`src/source/throttle_cfg.svh`:
```
// Packet throttle configuration: widths and limits shared by the throttle design
`ifndef THROTTLE_CFG_SVH
`define THROTTLE_CFG_SVH

// --------------------
// Stream payload
// --------------------

// Data bits carried in one beat
`define DATA_W 32

// Log2 of the longest packet in beats
`define MTU 4

// --------------------
// Rate control
// --------------------

// Throttle setting, whole.fraction
`define THROTTLE_W 8

// Fraction bits of throttle and credit
`define FRAC_W 4

// Credit must hold a full packet charged at the slowest rate
`define CREDIT_W (`THROTTLE_W + `MTU + 1)

`endif

```
`src/source/pkt_throttle_pkg.sv`:
```
// Packet throttle types: beat, throttle setting and fixed-point credit
package pkt_throttle_pkg;

  `include "throttle_cfg.svh"

  // --------------------
  // Stream beat
  // --------------------

  // One beat of the packet stream
  // Last marks the final beat of a packet
  typedef struct packed {
    logic [`DATA_W-1:0] data;
    logic               last;
  } axis_beat_t;

  // --------------------
  // Rate control
  // --------------------

  // Throttle setting
  // Upper bits are whole cycles, lower FRAC_W bits are sixteenths
  // Allowed rate is one beat per (1 + throttle) cycles
  typedef logic [`THROTTLE_W-1:0] throttle_t;

  // Outstanding credit in cycles, unsigned fixed point
  // Lower FRAC_W bits are the fraction
  // Whole part nonzero means the output is ahead of the allowed rate
  typedef logic [`CREDIT_W-1:0] credit_t;

endpackage

```
`src/source/axis_skid_buffer.sv`:
```
// Skid buffer: two-entry register stage that breaks the ready path at full rate
`timescale 1ns/1ps

module axis_skid_buffer (
  input  logic                        clk,
  input  logic                        rst,
  // Upstream side
  input  pkt_throttle_pkg::axis_beat_t i_beat,
  input  logic                        i_valid,
  output logic                        o_ready,
  // Downstream side
  output pkt_throttle_pkg::axis_beat_t o_beat,
  output logic                        o_valid,
  input  logic                        i_ready
);

  import pkt_throttle_pkg::*;

  // --------------------
  // Storage
  // --------------------

  // Main register drives the output
  axis_beat_t main_beat;
  logic       main_valid;

  // Skid register catches the beat in flight when downstream stalls
  axis_beat_t skid_beat;
  logic       skid_valid;

  // Handshake events
  logic in_xfer;
  logic load_main;

  // Ready comes straight from a flop, no combinational path from i_ready
  assign o_ready = !skid_valid;

  assign in_xfer = i_valid && o_ready;

  // Main register can take a new beat when empty or being drained
  assign load_main = !main_valid || i_ready;

  // --------------------
  // Control state
  // --------------------

  always_ff @(posedge clk) begin
    if (rst) begin
      main_valid <= 1'b0;
      skid_valid <= 1'b0;
    end else begin
      if (load_main) begin
        // Skid entry is older, so it goes first
        if (skid_valid) begin
          main_valid <= 1'b1;
          skid_valid <= 1'b0;
        end else begin
          main_valid <= in_xfer;
        end
      end else if (in_xfer) begin
        // Output stalled, park the accepted beat
        // o_ready drops on the next cycle
        skid_valid <= 1'b1;
      end
    end
  end

  // --------------------
  // Payload
  // --------------------

  always_ff @(posedge clk) begin
    if (load_main) begin
      if (skid_valid) begin
        main_beat <= skid_beat;
      end else if (in_xfer) begin
        main_beat <= i_beat;
      end
    end else if (in_xfer) begin
      skid_beat <= i_beat;
    end
  end

  // Output side
  assign o_beat  = main_beat;
  assign o_valid = main_valid;

endmodule

```
`src/source/throttle_credit_acc.sv`:
```
// Credit accumulator: charges each output beat and repays one cycle per clock
`timescale 1ns/1ps

`include "throttle_cfg.svh"

module throttle_credit_acc (
  input  logic                       clk,
  input  logic                       rst,
  // Rate setting, whole.fraction cycles of extra spacing
  input  pkt_throttle_pkg::throttle_t i_throttle,
  // One pulse per output transfer
  input  logic                       i_xfer,
  // Outstanding credit
  output pkt_throttle_pkg::credit_t   o_credit,
  // Credit held at zero with repayment lost
  output logic                       o_underflow
);

  import pkt_throttle_pkg::*;

  // --------------------
  // Constants
  // --------------------

  // One whole cycle in credit units
  localparam credit_t ONE = credit_t'(1 << `FRAC_W);

  // Same value one bit wider, for the unsaturated sum
  localparam logic [`CREDIT_W:0] ONE_EXT = {1'b0, ONE};

  // --------------------
  // State
  // --------------------

  credit_t   credit_q;
  throttle_t throttle_q;
  logic      underflow_q;

  // Per-beat charge, 1 + throttle cycles
  credit_t charge;

  // Wide sum so nothing wraps before saturation
  logic [`CREDIT_W:0] sum;

  // Credit after repayment, valid once the sum covers one cycle
  credit_t diff;

  // Next state
  credit_t credit_d;
  logic    lost;

  // Charge from the registered setting
  // A new throttle shows up on the next beat, never the one in flight
  assign charge = ONE + credit_t'(throttle_q);

  // Add the charge only on a transfer
  assign sum = {1'b0, credit_q} + (i_xfer ? {1'b0, charge} : '0);

  assign diff = credit_t'(sum - ONE_EXT);

  // --------------------
  // Repayment and saturation
  // --------------------

  always_comb begin
    if (sum < ONE_EXT) begin
      // Idle time is not banked, clamp at zero and flag it
      credit_d = '0;
      lost     = 1'b1;
    end else begin
      credit_d = diff;
      lost     = 1'b0;
    end
  end

  // --------------------
  // Registers
  // --------------------

  always_ff @(posedge clk) begin
    if (rst) begin
      credit_q    <= '0;
      throttle_q  <= '0;
      underflow_q <= 1'b0;
    end else begin
      credit_q    <= credit_d;
      // Sampled every clock, so the value seen at each transfer is
      // the setting from the cycle before
      throttle_q  <= i_throttle;
      underflow_q <= lost;
    end
  end

  // New credit is visible the cycle after the transfer
  assign o_credit    = credit_q;
  assign o_underflow = underflow_q;

endmodule

```
`src/source/pkt_gate_ctrl.sv`:
```
// Packet gate: holds the first beat of a packet while rate credit is outstanding
`timescale 1ns/1ps

`include "throttle_cfg.svh"

module pkt_gate_ctrl (
  input  logic                        clk,
  input  logic                        rst,
  // From the skid buffer
  input  pkt_throttle_pkg::axis_beat_t i_beat,
  input  logic                        i_valid,
  output logic                        o_ready,
  // To the output port
  output pkt_throttle_pkg::axis_beat_t o_beat,
  output logic                        o_valid,
  input  logic                        i_ready,
  // Credit from the accumulator
  input  pkt_throttle_pkg::credit_t    i_credit,
  // Pulse per output transfer
  output logic                        o_xfer
);

  // --------------------
  // Start-of-packet tracking
  // --------------------

  // Set when the next beat opens a packet
  logic sop_q;

  // Whole cycles of credit still owed
  logic [`CREDIT_W-`FRAC_W-1:0] credit_whole;

  // Gate engaged
  logic block;

  // Output handshake completes
  logic xfer;

  always_ff @(posedge clk) begin
    if (rst) begin
      // First beat after reset opens a packet
      sop_q <= 1'b1;
    end else if (xfer) begin
      // Last beat ends the packet, anything else is mid-packet
      sop_q <= i_beat.last;
    end
  end

  // --------------------
  // Gate decision
  // --------------------

  // Fraction bits never hold a packet back
  assign credit_whole = i_credit[`CREDIT_W-1:`FRAC_W];

  // Only a first beat waits, and only while a whole cycle is owed
  // Mid-packet beats always pass
  assign block = sop_q && (credit_whole != '0);

  // --------------------
  // Handshake
  // --------------------

  // Both directions stall together while blocked
  // Upstream keeps its beat, downstream sees nothing valid
  assign o_valid = i_valid && !block;
  assign o_ready = i_ready && !block;

  // Beat itself is never altered
  assign o_beat = i_beat;

  assign xfer = o_valid && i_ready;

  // Accumulator charges one beat per pulse
  assign o_xfer = xfer;

endmodule

```
`src/source/axis_pkt_throttle.sv`:
```
// Packet rate throttle: skid buffer, start-of-packet gate and credit accumulator
`timescale 1ns/1ps

module axis_pkt_throttle (
  input  logic                        clk,
  input  logic                        rst,
  // Rate setting, one beat per (1 + throttle) cycles
  input  pkt_throttle_pkg::throttle_t  i_throttle,
  // Input stream
  input  pkt_throttle_pkg::axis_beat_t i_beat,
  input  logic                        i_valid,
  output logic                        o_ready,
  // Output stream
  output pkt_throttle_pkg::axis_beat_t o_beat,
  output logic                        o_valid,
  input  logic                        i_ready,
  // Status
  output logic                        o_underflow
);

  import pkt_throttle_pkg::*;

  // --------------------
  // Internal wiring
  // --------------------

  // Skid buffer to gate
  axis_beat_t buf_beat;
  logic       buf_valid;
  logic       buf_ready;

  // Gate to accumulator
  logic       out_xfer;

  // Accumulator to gate
  credit_t    credit;

  // --------------------
  // Input register stage
  // --------------------

  // One cycle of latency, full rate under back-pressure
  axis_skid_buffer skid_i (
    .clk     (clk),
    .rst     (rst),
    .i_beat  (i_beat),
    .i_valid (i_valid),
    .o_ready (o_ready),
    .o_beat  (buf_beat),
    .o_valid (buf_valid),
    .i_ready (buf_ready)
  );

  // --------------------
  // Packet gate
  // --------------------

  // Holds new packets until credit drains below one cycle
  pkt_gate_ctrl gate_i (
    .clk      (clk),
    .rst      (rst),
    .i_beat   (buf_beat),
    .i_valid  (buf_valid),
    .o_ready  (buf_ready),
    .o_beat   (o_beat),
    .o_valid  (o_valid),
    .i_ready  (i_ready),
    .i_credit (credit),
    .o_xfer   (out_xfer)
  );

  // --------------------
  // Rate accounting
  // --------------------

  throttle_credit_acc credit_i (
    .clk         (clk),
    .rst         (rst),
    .i_throttle  (i_throttle),
    .i_xfer      (out_xfer),
    .o_credit    (credit),
    .o_underflow (o_underflow)
  );

endmodule

```
`config.mk`:
```
export PLATFORM = sky130hd
export DESIGN_NAME = axis_pkt_throttle
export DESIGN_NICKNAME = d
export VERILOG_FILES = /design/src/source/pkt_throttle_pkg.sv /design/src/source/axis_skid_buffer.sv /design/src/source/throttle_credit_acc.sv /design/src/source/pkt_gate_ctrl.sv /design/src/source/axis_pkt_throttle.sv
export VERILOG_INCLUDE_DIRS = /design/src /design/src/source
export SDC_FILE = /design/constraint.sdc
export NUM_CORES = 1
export LEC_CHECK = 0
export ABC_AREA = 0
export BUFFER_PORTS_ARGS = -buffer_cell sky130_fd_sc_hd__buf_2
export CORE_MARGIN = 2
export CORE_UTILIZATION = 55
export CTS_CLUSTER_DIAMETER = 60
export CTS_CLUSTER_SIZE = 20
export DETAILED_ROUTE_END_ITERATION = 6
export PLACE_DENSITY = 0.8
export SYNTH_ARGS = -nofsm -noshare
export SYNTH_HDL_FRONTEND = slang
export SYNTH_SLANG_ARGS = --single-unit
export TNS_END_PERCENT = 30
```
`constraint.sdc`:
```
create_clock -name clk -period 4.4 [get_ports clk]
set_input_delay 0 -clock clk [delete_from_list [all_inputs] [get_ports clk]]
set_output_delay 0 -clock clk [all_outputs]
set_load 0.02 [all_outputs]
```
* Yosys cells after proc, flatten, opt, wreduce, memory -nomap -nowiden *
Index checks and enable logic that the tools add are counted.

storage, ports and cells
  output and inout port bits = 36
  word-level logic and storage cells = 35
  register bits after elaboration = 91
  input bits = 45

operators by class
  reductions and logical operators = 15
  multiplexer cells = 5
  bitwise gates (word level) = 1
  add/sub/neg operators = 3
  $lt $le $gt $ge = 1

operator list
  operator                                                     count
  2-to-1 mux 33 bit                                            2
  adder 13 x 13 -> 14 bit                                      1
  less-than comparator 14 x 5 -> 1 bit, second input constant  1
  2-to-1 mux 13 bit                                            1
  subtractor 13 x 5 -> 13 bit, second input constant           1
  adder 5 x 8 -> 9 bit, first input constant                   1
  nonzero test 9 bit                                           1
  logical AND 1 bit                                            5
  AND reduction 2 bit                                          2
  OR reduction 2 bit                                           2
  logical NOT 1 bit                                            3
  2-to-1 mux 1 bit                                             2
  nonzero test 2 bit                                           1
  logical OR 1 bit                                             1
  NOT 1 bit                                                    1

* Logic depth before layout (Yosys ltp) *
  depth after elaboration = 9
  mapped depth = 16
  depth with buffers taken out = 16

* Cells and area by module *
Synthesis repeated with hierarchy kept, for this count alone.

unflattened totals
  cells, all modules = 334
  area total of the unflattened synthesis = 4399.2 um^2

modules (own cells, without submodules)
  module               area each (um^2)  cells each  seq. area each (um^2)  instances
  axis_skid_buffer     2592.5            112         2021.9                 1
  throttle_credit_acc  1457.6            177         440.4                  1
  pkt_gate_ctrl        349.1             45          20.0                   1

* Worst setup path after synthesis *
Ideal clock, no wire load.

  kind = flip-flop to flip-flop
  from = register credit_i.credit_q[9], in the netlist credit_i.o_credit[9]
  to = register skid_i.skid_beat[0] (netlist bit), enable pin
  setup time = 471 ps
  path slack = 538 ps
  stages on the path, launching flop included = 6
  period minus slack after synthesis = 3862 ps
  arrival time = 3391 ps
  data required time = 3929 ps
  buffers on the path = 0
  cell sequence = dfxtp_1 -> nor3_1 -> a31oi_1 -> nand2b_1 -> nand2_1 -> nor3b_1

between the ends
  longest elaborated chain between the ends = 7

RTL lines
  element                        line                       RTL
  start, declared                throttle_credit_acc.sv:35  credit_t credit_q;
  start signal, assigned         throttle_credit_acc.sv:86  credit_q <= credit_d;
  nonzero test 9 bit             pkt_gate_ctrl.sv:58        assign block = sop_q && (credit_whole != '0);
  logical AND 1 bit              pkt_gate_ctrl.sv:58
  logical NOT 1 bit              pkt_gate_ctrl.sv:67        assign o_ready = i_ready && !block;
  logical AND 1 bit              pkt_gate_ctrl.sv:67
  logical OR 1 bit               axis_skid_buffer.sv:41     assign load_main = !main_valid || i_ready;
  NOT 1 bit (no line)            n/a
  AND reduction 2 bit (no line)  n/a
  end signal, assigned           axis_skid_buffer.sv:80     skid_beat <= i_beat;
  end, declared                  axis_skid_buffer.sv:28     axis_beat_t skid_beat;

No other way between the ends.
A chain may end at the register's enable or synchronous reset.

* Final worst setup path *
  from = register credit_i.credit_q[9], in the netlist credit_i.o_credit[9]
  to = register credit_i.credit_q[12], in the netlist credit_i.o_credit[12]

between the ends
  longest elaborated chain between the ends = 9
  elaborated cells on any way between the ends = 10
  classes of those cells = 2 x add/sub; 1 x order compare; 1 x mux; 6 x reduce/logical

RTL lines
  element                               line                       RTL
  nonzero test 9 bit                    pkt_gate_ctrl.sv:58
  logical AND 1 bit                     pkt_gate_ctrl.sv:58
  logical NOT 1 bit                     pkt_gate_ctrl.sv:66        assign o_valid = i_valid && !block;
  logical AND 1 bit                     pkt_gate_ctrl.sv:66
  logical AND 1 bit                     pkt_gate_ctrl.sv:72        assign xfer = o_valid && i_ready;
  2-to-1 mux 13 bit                     throttle_credit_acc.sv:57  assign sum = {1'b0, credit_q} + (i_xfer ? {1'b0, charge} : '0);
  adder 13 x 13 -> 14 bit (*)           throttle_credit_acc.sv:57
  less-than comparator 14 x 5 -> 1 bit  throttle_credit_acc.sv:66  if (sum < ONE_EXT) begin
  OR reduction 2 bit (no line)          n/a

Every way passes the cells marked *; elsewhere a longest branch is shown, timed or not.

==> results_dict.tcl <==
set metrics [dict create \
    synth.net_count 361 \
    final.min_clock_period_ps 3930 \
    worstPathBufferInverterCount 1 \
    power_switching_share_pct 33.6 \
    synth_enable_flop_cells 66 \
    routed_wire_length_per_instance_um 17.9 \
    power_report.internal_total_mw 1.53 \
    criticalPathCategory "flop to flop" \
    setup_repair_after_global_routing_missed_its_margin "false" \
    antenna_violating_nets_post_route 0 \
    first_pass_iters 4 \
    vias_per_cell 5.43 \
    cpPeakStageDelay_ps 490 \
    max-slew-margin-rel_pct 23.9 \
    powerDensity_nw_per_um2 443 \
    path_max_fanout 8 \
    clock_power_share_pct 23.3 \
    dominantRegCellSynth "edfxtp_1" \
    htree_levels 3 \
    hold_class "input port to flop" \
    fin_setup_tns_ps 0 \
    path_cells "nor3_1 -> a31oi_1 -> nand2b_1 -> nor2_1 -> and2_1 -> ha_1 -> fa_1 -> a21o_2 -> a21oi_1 -> xor2_1 -> ha_1 -> inv_1 -> nor4_1 -> nand4_1 -> a21oi_1 -> a2111oi_1" \
    core.rowCount 31 \
    critical-path-top-delay-family "simple AND/OR/NAND/NOR gates" \
    final.setup_skew_ps 17.6 \
    grt_start_max_net_pins 37 \
    rr_startpoint "credit_i.o_credit[9]" \
    postSynth.asyncResetShare_pct 0 \
    path_clk_slew_ps 100 \
    worst_pin_slew_ps 1140 \
    yosysWarnings 0 \
    floorplan.io_pins 81 \
    route.vias.total 2900 \
    fin_nets 487 \
    netSwitchingPower_mw 0.777 \
    rr_worst_depth 16 \
    number_of_buffers_added_by_the_clock_tree_synthesis_step 9 \
    grt_pass1_vias 3048 \
    dieArea_um2 8160 \
    insertion_delay_ps 360 \
    cts_root_buf "clkbuf_8" \
    dpl.hpwl_um 6020 \
    final_gp_congestion 0.928 \
    worstSetupStartpointType "flop" \
    max_freq_mhz 255 \
    die-width_um 90.3 \
    crit_cells 16 \
    syn_area_um2 4100 \
    initial_core_util_pct 56.8 \
    post-route-drc-count 0 \
    grt_overflow_total 0 \
    drv_slew 0 \
    grt_first_pass_wirelength_um 15200 \
    total_power_mw 2.31 \
    cts_tree "done" \
    fillerInstances 471 \
    finalSetupViolCount 0 \
    synthesized_flop_and_latch_total 91 \
    floorplan.die.height_um 90.3 \
    vdd_ir_drop_max_v 0.000323 \
    worst_ep_arrival_time_ps 4150 \
    cpMaxStageDelayCell "dfxtp_1" \
    share_comb_of_total_power_pct 29.0 \
    clock-sinks 91 \
    worst_r2r_setup_slack_ps 470 \
    core_um2 7210 \
    routed_wl_um 9560 \
    synth_area_per_cell_um2 13.5 \
    timing.final.crit_share_pct 89.2 \
    crit_end "credit_i.o_credit[12]" \
    required_ps 4630 \
    timing.critical_path.from "credit_i.o_credit[9]" \
    fraction_of_final_layout_cells_sized_beyond_drive_strength_1_pct 34.7 \
    leakage_nw 2.04 \
    end_kind "flop" \
    synthToLayoutAreaGrowth_pct 27.2 \
    final_cell_mix "buf_2, edfxtp_1, dlygate4sd3_1, mux2_2, dfxtp_1" \
    max-cap-violations 0 \
    report.final.hold_viol_count 0 \
    grt_antenna_before_repair 0 \
    most_common_library_cell_in_the_layout_ignoring_fill_and_taps "buf_2" \
    timing.rr.end "credit_i.o_credit[12]" \
    synth_cells 304 \
    count_of_port_buffers_added_during_placement 80 \
    clk_path_buf_depth 2 \
    drtIter0Drc 174 \
    groute.usage.overall_pct 23.9 \
    status "complete, no violations" \
    p_seq_share_pct 47.7 \
    post_synth_num_cell_types 57 \
    synth_sequential_area_ratio_pct 60.6 \
    insertedDiodeCount 0 \
]
-- power groups by stage --
stage	Sequential [mW]	Clock, mW	Combinational, mW
3_5_place_dp	1.11	0	0.627
2_1_floorplan	1.16	0	0.417
4_1_cts	1.10	0.535	0.661
6_report	1.10	0.538	0.669
5_1_grt	1.11	0.574	0.726
3_3_place_gp	1.11	0	0.618
-- worst register-to-register path: stages (launching register included) --
cell	delay, ps
dfxtp_1	490
nor3_1	100
a31oi_1	210
nand2b_1	240
nor2_1	160
and2_1	190
ha_1	220
fa_1	480
a21o_2	250
a21oi_1	170
xor2_1	280
ha_1	260
inv_1	70
nor4_1	350
nand4_1	130
a21oi_1	160
a2111oi_1	60
-- final cells by class --
| type | instances | area (um^2) | share of cell area [%] |
|---|---|---|---|
| clock inverters | 7 | 61.3 | 1.18 |
| repair buffers | 124 | 836 | 16.0 |
| inverters | 7 | 26.3 | 0.504 |
| well taps | 99 | 124 | 2.38 |
| flip-flops and latches | 91 | 2480 | 47.6 |
| clock buffers | 9 | 124 | 2.38 |
| multi-input cells | 197 | 1560 | 29.9 |
-- how the worst min path moves through the flow --
stage	to	start	depth (start not counted)	slack, ps
floorplan	credit_i.throttle_q[0]	rst	1	70
global placement	skid_i.skid_beat[25]	i_beat[25]	1	190
detailed placement	skid_i.skid_beat[12]	i_beat[12]	1	190
CTS	credit_i.throttle_q[5]	rst	2	7
global route	credit_i.o_underflow	rst	2	30
finish	credit_i.throttle_q[5]	rst	2	20
-- what timing repair did --
item | in CTS | in global routing
endpoints found under the hold margin | 76 | 0
resized for setup | 0 | 0
endpoints found under the setup margin | 0 | 0
hold buffers | 42 | 0
buffers inserted | 0 | 0
-- routing by layer --
metal	part of all wire (%)	GRT usage, %	vias to the layer above
li1	-	-	1386
met3	5.4	5.68	12
met4	1.9	7.44	0
met1	40	28.7	1396
met2	53	42.5	106
met5	0	0	-
-- state kept, by name, indices dropped and copies added (netlist names) --
name	count
credit_i.o_credit	13
credit_i.o_underflow	1
credit_i.throttle_q	8
gate_i.sop_q	1
skid_i.o_beat	33
skid_i.o_valid	1
skid_i.skid_beat	33
skid_i.skid_valid	1
-- stage by stage --
step | hold WS [ps] | instance area [um^2] | cells | setup slack (ps) | utilization, %
after floorplan | 71.6 | 4100 | 304 | 538 | -
final | 24.0 | 5210 | 534 | 473 | 72.3
after global routing | 28.1 | 5210 | 534 | 73.6 | 72.3
after CTS | 6.59 | 5210 | 534 | 486 | 72.3
after detailed placement | 193 | 4610 | 476 | 532 | 63.9
after global placement | 189 | 4610 | 476 | 625 | 63.9
-- kinds of logic (layout without fill, tap and decap cells) --
logic type,after synthesis,after routing,synth area share [%]
simple gates,86,86,11.9
flops,91,91,60.6
xor+xnor,11,11,2.53
buf+inv,16,147,1.74
mux,33,33,9.07
fa+ha+maj,12,12,3.85
compound gates,55,55,10.3
-- synthesized netlist by cell type (all sizes together) (7+ instances only) --
| cell type | instances | share of area (%) |
|---|---|---|
| nor2b | 12 | 1.8 |
| ha | 11 | 3.4 |
| a21oi | 18 | 2.4 |
| inv | 7 | 0.64 |
| o21ai | 9 | 1.2 |
| edfxtp | 66 | 48 |
| and2 | 7 | 1.1 |
| nand3 | 11 | 1.3 |
| a21o | 7 | 1.3 |
| nor2 | 22 | 2.0 |
| mux2 | 33 | 9.1 |
| dfxtp | 25 | 12 |
(Power assumes the default switching activity.)
